### config.mk
export PLATFORM = sky130hd
export DESIGN_NAME = vend_top
export DESIGN_NICKNAME = d
export VERILOG_FILES = /design/src/vend_money_pkg.sv /design/src/vend_catalog_pkg.sv /design/src/vend_req_if.sv /design/src/selection_control.sv /design/src/stock_keeper.sv /design/src/credit_ledger.sv /design/src/vend_top.sv
export SDC_FILE = /design/constraint.sdc
export NUM_CORES = 1
export LEC_CHECK = 0
export BUFFER_PORTS_ARGS = -buffer_cell sky130_fd_sc_hd__buf_4
export CORE_MARGIN = 4
export CORE_UTILIZATION = 30
export CTS_CLUSTER_SIZE = 16
export DETAILED_ROUTE_END_ITERATION = 6
export SLEW_MARGIN = 20
export SYNTH_ARGS = -nofsm -noshare
export SYNTH_HDL_FRONTEND = slang
export SYNTH_SLANG_ARGS = --single-unit
### constraint.sdc
create_clock -name clk -period 3.3 [get_ports clk]
set_input_delay 0.33 -clock clk [delete_from_list [all_inputs] [get_ports clk]]
set_output_delay 0.33 -clock clk [all_outputs]
set_load 0.01 [all_outputs]
### src/vend_money_pkg.sv
package vend_money_pkg;

    ////////////////////////////////////////////////////////////
    // credit held by the machine
    ////////////////////////////////////////////////////////////

    // one unit is a 100 won coin
    typedef logic [7:0] credit_t;

    // two decimal digits on the money display
    localparam credit_t CREDIT_MAX = 8'd99;

    ////////////////////////////////////////////////////////////
    // coin values
    ////////////////////////////////////////////////////////////

    typedef logic [7:0] coin_t;

    // 100 won
    localparam coin_t COIN_SMALL = 8'd1;

    // 500 won
    localparam coin_t COIN_MID = 8'd5;

    // 1000 won note slot
    localparam coin_t COIN_LARGE = 8'd10;

endpackage

### src/vend_catalog_pkg.sv
package vend_catalog_pkg;

    ////////////////////////////////////////////////////////////
    // product ids and stock
    ////////////////////////////////////////////////////////////

    // 0 is no item, 1 coke, 2 water, 3 juice
    typedef logic [1:0] item_t;

    // units on hand per product
    typedef logic [2:0] stock_t;

    localparam int NUM_ITEMS = 3;

    ////////////////////////////////////////////////////////////
    // catalog tables, entry 0 belongs to item 1
    ////////////////////////////////////////////////////////////

    // prices in credit units
    localparam vend_money_pkg::credit_t [NUM_ITEMS-1:0] PRICE = {
        8'd15,
        8'd12,
        8'd10
    };

    // juice starts sold out
    localparam stock_t [NUM_ITEMS-1:0] INIT_STOCK = {
        3'd0,
        3'd1,
        3'd4
    };

endpackage

### src/vend_req_if.sv
`timescale 1ns/100ps

// panel to ledger requests, one strobe per cycle at most
interface vend_req_if;

    logic                    coin_strobe;
    vend_money_pkg::coin_t   coin_value;
    logic                    buy_strobe;
    logic                    return_strobe;
    vend_catalog_pkg::item_t selected_item;

    modport panel (
        output coin_strobe,
        output coin_value,
        output buy_strobe,
        output return_strobe,
        output selected_item
    );

    modport ledger (
        input coin_strobe,
        input coin_value,
        input buy_strobe,
        input return_strobe,
        input selected_item
    );

endinterface

### src/selection_control.sv
`timescale 1ns/100ps

module selection_control (
    input  logic        clk,
    input  logic        rst,
    input  logic [11:0] buttons,
    input  logic [2:0]  in_stock,
    input  logic        vend_strobe,
    output logic [1:0]  cursor,
    vend_req_if.panel   req
);

    logic                    up_btn;
    logic                    down_btn;
    logic                    select_btn;
    logic [2:0]              coin_btn;
    logic                    buy_btn;
    logic                    return_btn;
    vend_catalog_pkg::item_t cursor_item;
    vend_money_pkg::coin_t   coin_sel;
    logic                    coin_valid;

    // one-shot button map of the front panel
    assign up_btn     = buttons[10];
    assign down_btn   = buttons[4];
    assign select_btn = buttons[7];
    assign coin_btn   = buttons[2:0];
    assign buy_btn    = buttons[9];
    assign return_btn = buttons[3];

    // cursor 0..2 maps to item 1..3
    assign cursor_item = cursor + 2'd1;

    // only a single coin bit counts
    always_comb begin
        coin_valid = 1'b1;
        coin_sel   = vend_money_pkg::COIN_SMALL;
        case (coin_btn)
            3'b100: coin_sel = vend_money_pkg::COIN_SMALL;
            3'b010: coin_sel = vend_money_pkg::COIN_MID;
            3'b001: coin_sel = vend_money_pkg::COIN_LARGE;
            default: coin_valid = 1'b0;
        endcase
    end

    ////////////////////////////////////////////////////////////
    // button priority, one action per cycle
    ////////////////////////////////////////////////////////////

    always_ff @(posedge clk) begin
        if (!rst) begin
            cursor            <= 2'd0;
            req.selected_item <= '0;
            req.coin_strobe   <= 1'b0;
            req.buy_strobe    <= 1'b0;
            req.return_strobe <= 1'b0;
        end else begin
            req.coin_strobe   <= 1'b0;
            req.buy_strobe    <= 1'b0;
            req.return_strobe <= 1'b0;
            if (up_btn) begin
                if (cursor != 2'd0) begin
                    cursor <= cursor - 2'd1;
                end
            end else if (down_btn) begin
                if (cursor < 2'd2) begin
                    cursor <= cursor + 2'd1;
                end
            end else if (select_btn) begin
                // toggle off, or pick the item if any left
                if (req.selected_item == cursor_item) begin
                    req.selected_item <= '0;
                end else if (in_stock[cursor]) begin
                    req.selected_item <= cursor_item;
                end
            end else if (coin_btn != 3'b000) begin
                req.coin_strobe <= coin_valid;
            end else if (buy_btn) begin
                req.buy_strobe <= 1'b1;
            end else if (return_btn) begin
                req.return_strobe <= 1'b1;
            end
            // a completed sale drops the selection
            if (vend_strobe) begin
                req.selected_item <= '0;
            end
        end
    end

    // coin value rides along with coin_strobe
    always_ff @(posedge clk) begin
        if (coin_btn != 3'b000) begin
            req.coin_value <= coin_sel;
        end
    end

endmodule

### src/stock_keeper.sv
`timescale 1ns/100ps

module stock_keeper (
    input  logic                                  clk,
    input  logic                                  rst,
    input  logic                                  vend_strobe,
    input  vend_catalog_pkg::item_t               vend_item,
    output logic [vend_catalog_pkg::NUM_ITEMS-1:0] in_stock
);

    ////////////////////////////////////////////////////////////
    // one counter per product
    ////////////////////////////////////////////////////////////

    for (genvar i = 0; i < vend_catalog_pkg::NUM_ITEMS; i++) begin : g_item

        // item ids start at 1
        localparam vend_catalog_pkg::item_t ITEM_ID = vend_catalog_pkg::item_t'(i + 1);

        vend_catalog_pkg::stock_t count;
        logic                     take;

        // guard against underflow, sale only happens when in stock
        assign take = vend_strobe && (vend_item == ITEM_ID) && (count != '0);

        always_ff @(posedge clk) begin
            if (!rst) begin
                count <= vend_catalog_pkg::INIT_STOCK[i];
            end else if (take) begin
                count <= count - 3'd1;
            end
        end

        assign in_stock[i] = (count != '0);

    end

endmodule

### src/credit_ledger.sv
`timescale 1ns/100ps

module credit_ledger #(
    parameter int RETURN_TICKS = 1000000
) (
    input  logic                    clk,
    input  logic                    rst,
    vend_req_if.ledger              req,
    input  logic [2:0]              in_stock,
    output vend_money_pkg::credit_t credit,
    output logic                    vend_strobe,
    output vend_catalog_pkg::item_t vend_item,
    output logic                    change_pulse,
    output logic                    refund_busy
);

    localparam int TICK_W = (RETURN_TICKS > 1) ? $clog2(RETURN_TICKS) : 1;
    localparam logic [TICK_W-1:0] TICK_LAST = TICK_W'(RETURN_TICKS - 1);

    typedef enum logic {
        LEDGER_IDLE,
        LEDGER_REFUND
    } ledger_state_t;

    ledger_state_t           state;
    logic [TICK_W-1:0]       tick_cnt;
    logic [8:0]              coin_sum;
    logic                    coin_fits;
    logic [1:0]              item_idx;
    vend_money_pkg::credit_t item_price;
    logic                    buy_ok;

    ////////////////////////////////////////////////////////////
    // coin and purchase checks
    ////////////////////////////////////////////////////////////

    // extra bit so an oversized coin value cannot wrap
    assign coin_sum  = {1'b0, credit} + {1'b0, req.coin_value};
    assign coin_fits = (coin_sum <= {1'b0, vend_money_pkg::CREDIT_MAX});

    // table row of the selected item
    assign item_idx   = req.selected_item - 2'd1;
    assign item_price = (req.selected_item != '0) ? vend_catalog_pkg::PRICE[item_idx] : '0;

    // credit equal to the price is enough
    assign buy_ok = (req.selected_item != '0) && in_stock[item_idx] &&
                    (credit >= item_price);

    // one change unit per tick period
    assign refund_busy  = (state == LEDGER_REFUND);
    assign change_pulse = refund_busy && (tick_cnt == TICK_LAST);

    ////////////////////////////////////////////////////////////
    // ledger FSM
    ////////////////////////////////////////////////////////////

    always_ff @(posedge clk) begin
        if (!rst) begin
            state       <= LEDGER_IDLE;
            credit      <= '0;
            tick_cnt    <= '0;
            vend_strobe <= 1'b0;
            vend_item   <= '0;
        end else begin
            vend_strobe <= 1'b0;
            vend_item   <= '0;
            case (state)
                LEDGER_IDLE: begin
                    if (req.coin_strobe) begin
                        if (coin_fits) begin
                            credit <= coin_sum[7:0];
                        end
                    end else if (req.buy_strobe) begin
                        if (buy_ok) begin
                            credit      <= credit - item_price;
                            vend_strobe <= 1'b1;
                            vend_item   <= req.selected_item;
                        end
                    end else if (req.return_strobe && (credit != '0)) begin
                        state    <= LEDGER_REFUND;
                        tick_cnt <= '0;
                    end
                end
                LEDGER_REFUND: begin
                    // coin and buy requests are dropped here
                    if (change_pulse) begin
                        tick_cnt <= '0;
                        credit   <= credit - 8'd1;
                        if (credit == 8'd1) begin
                            state <= LEDGER_IDLE;
                        end
                    end else begin
                        tick_cnt <= tick_cnt + 1'b1;
                    end
                end
                default: state <= LEDGER_IDLE;
            endcase
        end
    end

endmodule

### src/vend_top.sv
`timescale 1ns/100ps

module vend_top #(
    parameter int RETURN_TICKS = 1000000
) (
    input  logic                    clk,
    input  logic                    rst,
    input  logic [11:0]             buttons,
    output vend_money_pkg::credit_t credit,
    output logic                    vend,
    output vend_catalog_pkg::item_t vend_item,
    output logic                    change_pulse,
    output logic                    refund_busy,
    output logic [1:0]              cursor,
    output vend_catalog_pkg::item_t selected_item,
    output logic [2:0]              sold_out
);

    logic       vend_strobe;
    logic [2:0] in_stock;

    vend_req_if req_bus ();

    ////////////////////////////////////////////////////////////
    // front panel, stock and money blocks
    ////////////////////////////////////////////////////////////

    selection_control i_selection_control (
        .clk         (clk),
        .rst         (rst),
        .buttons     (buttons),
        .in_stock    (in_stock),
        .vend_strobe (vend_strobe),
        .cursor      (cursor),
        .req         (req_bus.panel)
    );

    stock_keeper i_stock_keeper (
        .clk         (clk),
        .rst         (rst),
        .vend_strobe (vend_strobe),
        .vend_item   (vend_item),
        .in_stock    (in_stock)
    );

    credit_ledger #(
        .RETURN_TICKS (RETURN_TICKS)
    ) i_credit_ledger (
        .clk          (clk),
        .rst          (rst),
        .req          (req_bus.ledger),
        .in_stock     (in_stock),
        .credit       (credit),
        .vend_strobe  (vend_strobe),
        .vend_item    (vend_item),
        .change_pulse (change_pulse),
        .refund_busy  (refund_busy)
    );

    assign vend          = vend_strobe;
    assign selected_item = req_bus.selected_item;
    assign sold_out      = ~in_stock;

endmodule

## After elaboration in Yosys (flattened, before gate mapping)

Index checks and enable logic that the tools add are counted.

- Add/subtract/negate cells: 10
- Order comparisons: 5
- Equality and inequality tests: 17
- Muxes and demuxes: 35
- Bitwise gates (word level): 8
- Reductions and logical operators: 31

Operators with widths:

| kind | number |
|---|---|
| $mux 20 | 4 |
| $mux 8 | 7 |
| $pmux 20 s2 | 1 |
| $add 20x1->20 const B | 1 |
| $eq 20x20->1 const B | 1 |
| $bmux 8 s2 | 1 |
| $pmux 8 s2 | 1 |
| $reduce_or 5->1 | 3 |
| $mux 2 | 6 |
| $reduce_bool 3->1 | 4 |
| $mux 1 | 11 |
| $logic_and 1x1->1 | 10 |
| $reduce_bool 2->1 | 5 |
| $add 8x8->9 | 1 |
| $le 9x7->1 const B | 1 |
| $sub 3x1->3 const B | 3 |
| $eq 8x1->1 const B | 1 |
| $ge 8x8->1 | 1 |
| $pmux 4 s2 | 1 |
| $reduce_and 4->1 | 2 |
| $reduce_bool 8->1 | 1 |
| $sub 8x1->8 const B | 1 |
| $sub 8x8->8 | 1 |
| $not 1->1 | 7 |
| 22 further kinds | 31 |

- Register bits after elaboration: 56
- Bits of input ports: 14
- Output and inout port bits: 20
- Logic and storage cells: 120

## Longest topological paths before layout

Gate-level depths: netlist (run 1).

- Word-level depth: 10
- Mapped depth: 13
- Depth with buffers taken out: 12

## By module

Synthesis (run 1) repeated with hierarchy kept, for this count alone.

- Cells, all modules: 450
- Area total of the unflattened synthesis: 3,623.5 µm²

By module, submodules not included:

| module | instances | cells each | area each (µm²) | seq. area each (µm²) |
|---|---|---|---|---|
| credit_ledger | 1 | 332 | 2,544.9 | 640.6 |
| selection_control | 1 | 56 | 534.3 | 230.2 |
| stock_keeper | 1 | 59 | 533.0 | 180.2 |
| vend_top | 1 | 3 | 11.3 | 0.0 |

## Worst setup path before layout (run 1)

Ideal clock, no wire load.

- Kind: reg2reg
- Start: register i_selection_control.req.selected_item[0]
- End: register i_credit_ledger.credit[6]
- Setup time: 71 ps
- Arrival: 3,183 ps
- Required time: 3,229 ps
- Setup slack: 46 ps
- Cell stages (with the launch flop): 14
- Path buffers: 1
- Period minus slack after synthesis: 3,254 ps
- Cell sequence: dfxtp_1 > inv_1 > ha_1 > nand2b_1 > a21o_1 > ha_1 > nor2b_1 > o21ai_1 > a41o_1 > o21ai_0 > nand3_2 > buf_6 > or4_1 > a21oi_1

- Word-level cells in the longest chain between the ends: 9
- Elaborated cells between the ends (all ways): 17
- Classes of those cells: add/sub: 2; order compare: 1; eq/ne: 1; mux: 9; reduce/logical: 4

RTL lines:

| item | RTL line | source |
|---|---|---|
| start, declared | vend_req_if.sv:17 | `output selected_item` |
| start signal, assigned | selection_control.sv:74 | `req.selected_item <= cursor_item;` |
| $sub 2x1->2 | credit_ledger.sv:42 | `assign item_idx = req.selected_item - 2'd1;` |
| $bmux 8 s2 | credit_ledger.sv:43 | `assign item_price = (req.selected_item != '0) ? vend_catalog_pkg::PRICE[item_idx] : '0;` |
| $mux 8 (not written as such) | credit_ledger.sv:43 |  |
| $mux 8 | credit_ledger.sv:43 |  |
| $sub 8x8->8 | credit_ledger.sv:75 | `credit <= credit - item_price;` |
| $mux 8 | credit_ledger.sv:74 | `if (buy_ok) begin` |
| $mux 8 | credit_ledger.sv:73 | `end else if (req.buy_strobe) begin` |
| $mux 8 | credit_ledger.sv:69 | `if (req.coin_strobe) begin` |
| $pmux 8 s2 | credit_ledger.sv:67 | `case (state)` |
| end signal, assigned | credit_ledger.sv:71 | `credit <= coin_sum[7:0];` |
| end signal, assigned | credit_ledger.sv:75 |  |
| end signal, assigned | credit_ledger.sv:88 | `credit <= credit - 8'd1;` |
| end, declared | credit_ledger.sv:10 | `output vend_money_pkg::credit_t credit,` |

Several ways; a longest one is shown, not always the timed one. The select of a mux whose other input is x is not followed.
A chain may end at the register's enable or synchronous reset.

## Final worst setup path (run 1)

- Start: register i_selection_control.req.selected_item[0]
- End: register i_credit_ledger.credit[0]

The elaborated chain is that of the path after synthesis.

==> flow_metrics.tcl, run 1 <==
set metrics [dict create \
    synth.top_cells.by_area "dfxtp_1 (31%), ha_1 (7.9%), nor2_1 (5.2%)" \
    crit_path_cell_trace "inv_1, ha_1, nand2b_1, a21o_1, ha_4, nor2b_2, o21ai_1, a41o_1, o21ai_2, nand3_2, buf_4, a2111o_1, a21oi_1" \
    viasPerCell 5.17 \
    synth_cell_types 63 \
    drt-total-wl_microns 7720 \
    grt_start_max_net_pins 30 \
    synth_area_sq_mm 0.00315 \
    io_pins 34 \
    die_y_microns 110 \
    synth_edf_count 3 \
    yosysWarningCount 0 \
    critPathCaptureType "register" \
    leakage_nw 1.37 \
    hold_buffers 0 \
    fmax_mhz 323 \
    die_width_microns 110 \
    max-vdd-ir-drop_mv 0.175 \
    clkTransAtPathRegs_ns 0.10 \
    antenna_found_initial 0 \
    crit_buf_inv 2 \
    place_hpwl_microns 5550 \
    critPathArrivalTime_ns 3.32 \
    worstSetupStartpointType "register" \
    fin_nets 454 \
    fp-row-count 37 \
    setup_viol 0 \
    relSlewSlack 0.327 \
    postSynth.asyncResetShare 0 \
    synth-main-ff-cell "dfxtp_1" \
    drt-initial-drc-count 147 \
    start_util 0.306 \
    antenna_cells 0 \
    synth-simple-area-share 0.262 \
    wl_per_cell_microns 13.9 \
    finalClockSkew_ns 0.00824 \
    finish.utilization 0.358 \
    area_growth_pct 16.8 \
    drc 0 \
    final_common_cell "dfxtp_1" \
    h-tree-depth 2 \
    fp.dieArea_sq_mm 0.0122 \
    hold_viol 0 \
    outcome "finished, final reports clean" \
    syn-num-nets 423 \
    regArea_sq_mm 0.00105 \
    ys_ff_latch 51 \
    grt_pass1_wl_microns 13300 \
    clock_latency_ns 0.31 \
    multi_input_area_sq_mm 0.00197 \
    clockRootBuffer "clkbuf_8" \
    worst_pin_slew_ns 1.01 \
    first_pass_iters 4 \
    powerDensity_mw_per_mm2 340 \
    cts_tree "built" \
    synthXorXnorAreaFrac 0.0362 \
    drive_gt1_frac 0.146 \
    grt-ovfl-total 0 \
    slowest_stage "a2111o_1" \
    synth_top_family_by_area "simple AND/OR/NAND/NOR gates" \
    core_area_sq_mm 0.0103 \
    clkSinkCount 51 \
    slew_violations 0 \
    grt_pass1_vias 2720 \
    clockBufferDepth 2 \
    synth_top_area_frac 0.305 \
    place_ws_ns 0.00195 \
    hold_path_class "input pin to register" \
    maxCapViolations 0 \
    port_buffers 29 \
    vias 2867 \
    netlist_instances 387 \
    period_needed_ns 3.10 \
    fin_crit_sh 0.939 \
    synth_area_per_cell_sq_um 8.13 \
    synthAdderAreaFrac 0.0922 \
    synth_compound_area_frac 0.218 \
    crit_family "compound AO/OA/AOI/OAI gates" \
    muxShareOfSynthArea 0.00954 \
    critical_path_class "register to register" \
    cts_buffers 5 \
    required_ns 3.52 \
    path_max_fanout 6 \
    setup_ws_ns 0.202 \
    dp_cells 544 \
    gp_congestion 0.821 \
    cp_slowest_stage_delay_ns 0.37 \
    r2r_slack_ns 0.20 \
    mostFrequentLayoutCells "dfxtp_1 (48), nor2_1 (44), buf_4 (39), nand2_1 (32), a21oi_1 (23)" \
    num-fill-cells 1112 \
    yosys.area.top_type "dfxtp_1" \
    grt_usage 0.127 \
    instances_no_fill 555 \
    yosysSeqAreaShare 0.334 \
    ant_nets 0 \
]
layer usage:
| metal | GRT usage | vias to the layer above | share of wire |
|---|---|---|---|
| met5 | 0 | - | 0 |
| met4 | 0.0328 | 0 | 0.0096 |
| met3 | 0.0236 | 6 | 0.040 |
| met2 | 0.204 | 59 | 0.46 |
| met1 | 0.174 | 1330 | 0.49 |
| li1 | - | 1472 | - |
cell families (layout without fill, tap and decap cells):
kind of cell	after synthesis	count (layout)
adders and majority gates	22	22
muxes	3	3
and+or+nand+nor	159	159
DFF	51	51
xor gates and xnor gates	13	13
buffers and inverters	38	70
AOI/OAI and AO/OA	101	101
Yosys cell counts (3+ instances only):
master,n
xor2_1,4
ha_1,20
nor2_1,44
nor3_1,17
nor3b_1,4
a41oi_1,3
nand3_1,11
nor4_1,3
o21ai_0,17
mux2i_1,3
nor2b_1,5
and3_1,8
xnor2_1,9
nand2b_1,9
clkbuf_1,12
o211a_1,3
and4_1,4
dfxtp_1,48
a21oi_1,23
inv_1,22
nand3b_1,3
nand4_1,3
edfxtp_1,3
o31ai_1,4
o211ai_1,5
a211oi_1,8
a31oi_1,6
nand2_1,32
a311oi_1,5
a21o_1,6
report_power, final:
part,internal (mW),leakage (nW),switching (mW),total (mW)
logic,0.0878,0.899,0.102,0.190
registers,0.632,0.419,0.0127,0.644
clock network,0.196,0.0563,0.219,0.415
worst paths after layout:
path,from,end,depth (start not counted)
setup / recovery,i_selection_control.req.selected_item[0],i_credit_ledger.credit[0],13
hold / removal,buttons[9],i_selection_control.req.return_strobe,2
setup reg to reg,i_selection_control.req.selected_item[0],i_credit_ledger.credit[0],13
hold reg to reg,i_selection_control.req.selected_item[1],i_credit_ledger.vend_item[1],2
through the flow:
step / hold WS (ns) / instance area (sq um) / TNS [ns] / power [mW]
6_report: 0.187 / 3680 / 0 / 1.25
5_1_grt: 0.183 / 3680 / -0.0289 / 1.32
4_1_cts: 0.182 / 3630 / 0 / 1.26
3_5_place_dp: 0.470 / 3520 / 0 / 0.845
3_3_place_gp: 0.461 / 3520 / 0 / 0.841
2_1_floorplan: 0.406 / 3150 / 0 / 0.783
cell type report:
cell class | instances | share of cell area
flip-flops and latches | 51 | 0.286
clock buffers | 6 | 0.0255
well taps | 136 | 0.0463
repair buffers | 39 | 0.0796
multi-input cells | 298 | 0.536
clock inverters | 2 | 0.00374
inverters | 23 | 0.0235
registers in the layout, indices dropped and copies added, names as in the netlist:
| name | flops |
|---|---|
| i_selection_control.req.coin_strobe | 1 |
| i_credit_ledger.credit | 8 |
| i_selection_control.req.selected_item | 2 |
| i_selection_control.req.coin_value | 3 |
| i_selection_control.cursor | 2 |
| i_credit_ledger.vend_item | 2 |
| i_credit_ledger.tick_cnt | 20 |
| i_selection_control.req.buy_strobe | 1 |
| i_selection_control.req.return_strobe | 1 |
| i_credit_ledger.refund_busy | 1 |
| i_credit_ledger.vend_strobe | 1 |
| i_stock_keeper.g_item.count | 9 |
what timing repair did:
item,in CTS,in global routing
hold endpoints to repair,0,0
endpoints found under the setup margin,2,7
setup buffers,0,3
pin swaps,0,3
gates resized for setup,1,4
(Power assumes the default switching activity.)
==> run 2: changes to the inputs <==
Settings changed: CORE_ASPECT_RATIO from default to 0.6.
==> run 2 against run 1 <==
Effect of this change: setup slack worse by 0.029 ns; sequential share of layout area down 0.31 points; clock skew shrank 0.0018 ns; non-clock buffer count fell by 1; clock-buffer cell count increased by 1; global-route usage up 1.7 points; largest cell class unchanged; sequential cell count unchanged.
==> flow_metrics.tcl, run 2 (synthesis gave the netlist of run 1 again) <==
set metrics [dict create \
    outcome "finished, final reports clean" \
    critPathCaptureType "register" \
    gp_congestion 0.822 \
    grt_start_max_net_pins 30 \
    cts_tree "built" \
    clkSinkCount 51 \
    top_regs "i_credit_ledger.tick_cnt (20), i_stock_keeper.g_item.count (9), i_credit_ledger.credit (8)" \
    fmax_mhz 320 \
    cts_buffers 5 \
    start_util 0.313 \
    wl_per_cell_microns 15.2 \
    maxCapViolations 0 \
    largest_reg_flops 20 \
    path_max_fanout 6 \
    fp.dieArea_sq_mm 0.0122 \
    first_pass_iters 4 \
    cp_slowest_stage_delay_ns 0.37 \
    die_width_microns 140 \
    relSlewSlack 0.333 \
    dp_cells 544 \
    drive_gt1_frac 0.141 \
    powerDensity_mw_per_mm2 364 \
    clockRootBuffer "clkbuf_16" \
    slowest_stage "a2111o_1" \
    slew_violations 0 \
    finalClockSkew_ns 0.00640 \
    clockBufferDepth 2 \
    required_ns 3.51 \
    drc 0 \
    finish.utilization 0.370 \
    h-tree-depth 2 \
    clkTransAtPathRegs_ns 0.07 \
    grt-ovfl-total 0 \
    instances_no_fill 553 \
    crit_path_cell_trace "inv_1, ha_1, nand2b_4, a21o_1, ha_4, nor2b_2, o21ai_1, a41o_1, o21ai_0, buf_4, nand3_4, buf_6, a2111o_1, a21oi_1" \
    critical_path_class "register to register" \
    antenna_found_initial 0 \
    worstSetupStartpointType "register" \
    fin_crit_sh 0.947 \
    antenna_cells 0 \
    viasPerCell 5.32 \
    crit_family "compound AO/OA/AOI/OAI gates" \
    grt_pass1_vias 2829 \
    postPlaceCellArea_sq_mm 0.00353 \
    grt_usage 0.144 \
    setup_viol 0 \
    drt-initial-drc-count 290 \
    mostFrequentLayoutCells "dfxtp_1 (48), nor2_1 (44), buf_4 (37), nand2_1 (32), a21oi_1 (23)" \
    num-fill-cells 1046 \
    fin_nets 453 \
    ant_nets 0 \
    io_pins 34 \
    worst_pin_slew_ns 0.999 \
    place_hpwl_microns 6080 \
    core_area_sq_mm 0.0101 \
    critPathArrivalTime_ns 3.34 \
    clock_latency_ns 0.30 \
    crit_buf_inv 3 \
    hold_path_class "input pin to register" \
    max_flop_register "i_credit_ledger.tick_cnt" \
    fin_area_sq_mm 0.00372 \
    vias 2942 \
    period_needed_ns 3.13 \
    max-vdd-ir-drop_mv 0.199 \
    place_ws_ns 0.0605 \
    leakage_nw 1.39 \
    hold_viol 0 \
    holdWs_ns 0.220 \
    die_y_microns 87.3 \
    drt-total-wl_microns 8380 \
    final_common_cell "dfxtp_1" \
    fp-row-count 28 \
    area_growth_pct 18.1 \
    setup_ws_ns 0.173 \
    port_buffers 29 \
    grt_pass1_wl_microns 14100 \
]
run 2: cell types whose count changed in the layout (fill, tap and decap cells not counted), sizes merged:
cell	change
clkinv	-1
buf	-1
clkbuf	+1
run 2: power by group:
group / internal [mW] / leakage (nW) / switching, mW
sequential: 0.632 / 0.419 / 0.0148
combinational: 0.0860 / 0.899 / 0.105
clock: 0.281 / 0.0679 / 0.235
total: 0.999 / 1.39 / 0.355
run 2: metrics by stage:
stage          power, mW  TNS (ns)
2_1_floorplan      0.783         0
3_3_place_gp       0.840         0
3_5_place_dp       0.845         0
4_1_cts             1.36         0
5_1_grt             1.42  -0.00574
6_report            1.35         0
run 2: routing by layer:
layer | global-route usage | vias to the layer above | wire [microns]
met4 | 0.0466 | 0 | 108
met5 | 0 | - | 0
met1 | 0.213 | 1393 | 4480
li1 | - | 1468 | -
met3 | 0.0357 | 10 | 521
met2 | 0.200 | 71 | 3280
run 2: timing repair:
item	CTS	global route
hold buffers	0	0
gates resized for setup	0	7
setup buffers	0	1
endpoints found under the setup margin	0	7
run 2: path summary, 6_finish.rpt:
| kind | startpoint | slack (ns) | endpoint | depth (start not counted) |
|---|---|---|---|---|
| worst max register to register | i_selection_control.req.selected_item[0] | 0.17 | i_credit_ledger.credit[0] | 14 |
| worst min-delay path | buttons[9] | 0.22 | i_selection_control.req.return_strobe | 2 |
| worst min register to register | i_selection_control.req.selected_item[1] | 0.48 | i_credit_ledger.vend_item[1] | 2 |
| worst max-delay path | i_selection_control.req.selected_item[0] | 0.17 | i_credit_ledger.credit[0] | 14 |
run 2: worst register-to-register path, cell delays in order (launching register included):
cell and delay, ns:
dfxtp_1 0.33, inv_1 0.08, ha_1 0.33, nand2b_4 0.16, a21o_1 0.19, ha_4 0.29
nor2b_2 0.15, o21ai_1 0.11, a41o_1 0.28, o21ai_0 0.16, buf_4 0.16, nand3_4 0.11
buf_6 0.17, a2111o_1 0.37, a21oi_1 0.15
run 2: area by class of cell:
| type | instances | area [sq um] | share of cell area |
|---|---|---|---|
| Timing Repair Buffer | 38 | 289 | 0.0778 |
| Sequential cell | 51 | 1050 | 0.283 |
| Tap cell | 135 | 169 | 0.0454 |
| Clock buffer | 7 | 133 | 0.0357 |
| Clock inverter | 1 | 5.00 | 0.00135 |
| Inverter | 23 | 86.3 | 0.0232 |
| Multi-Input combinational cell | 298 | 1980 | 0.534 |
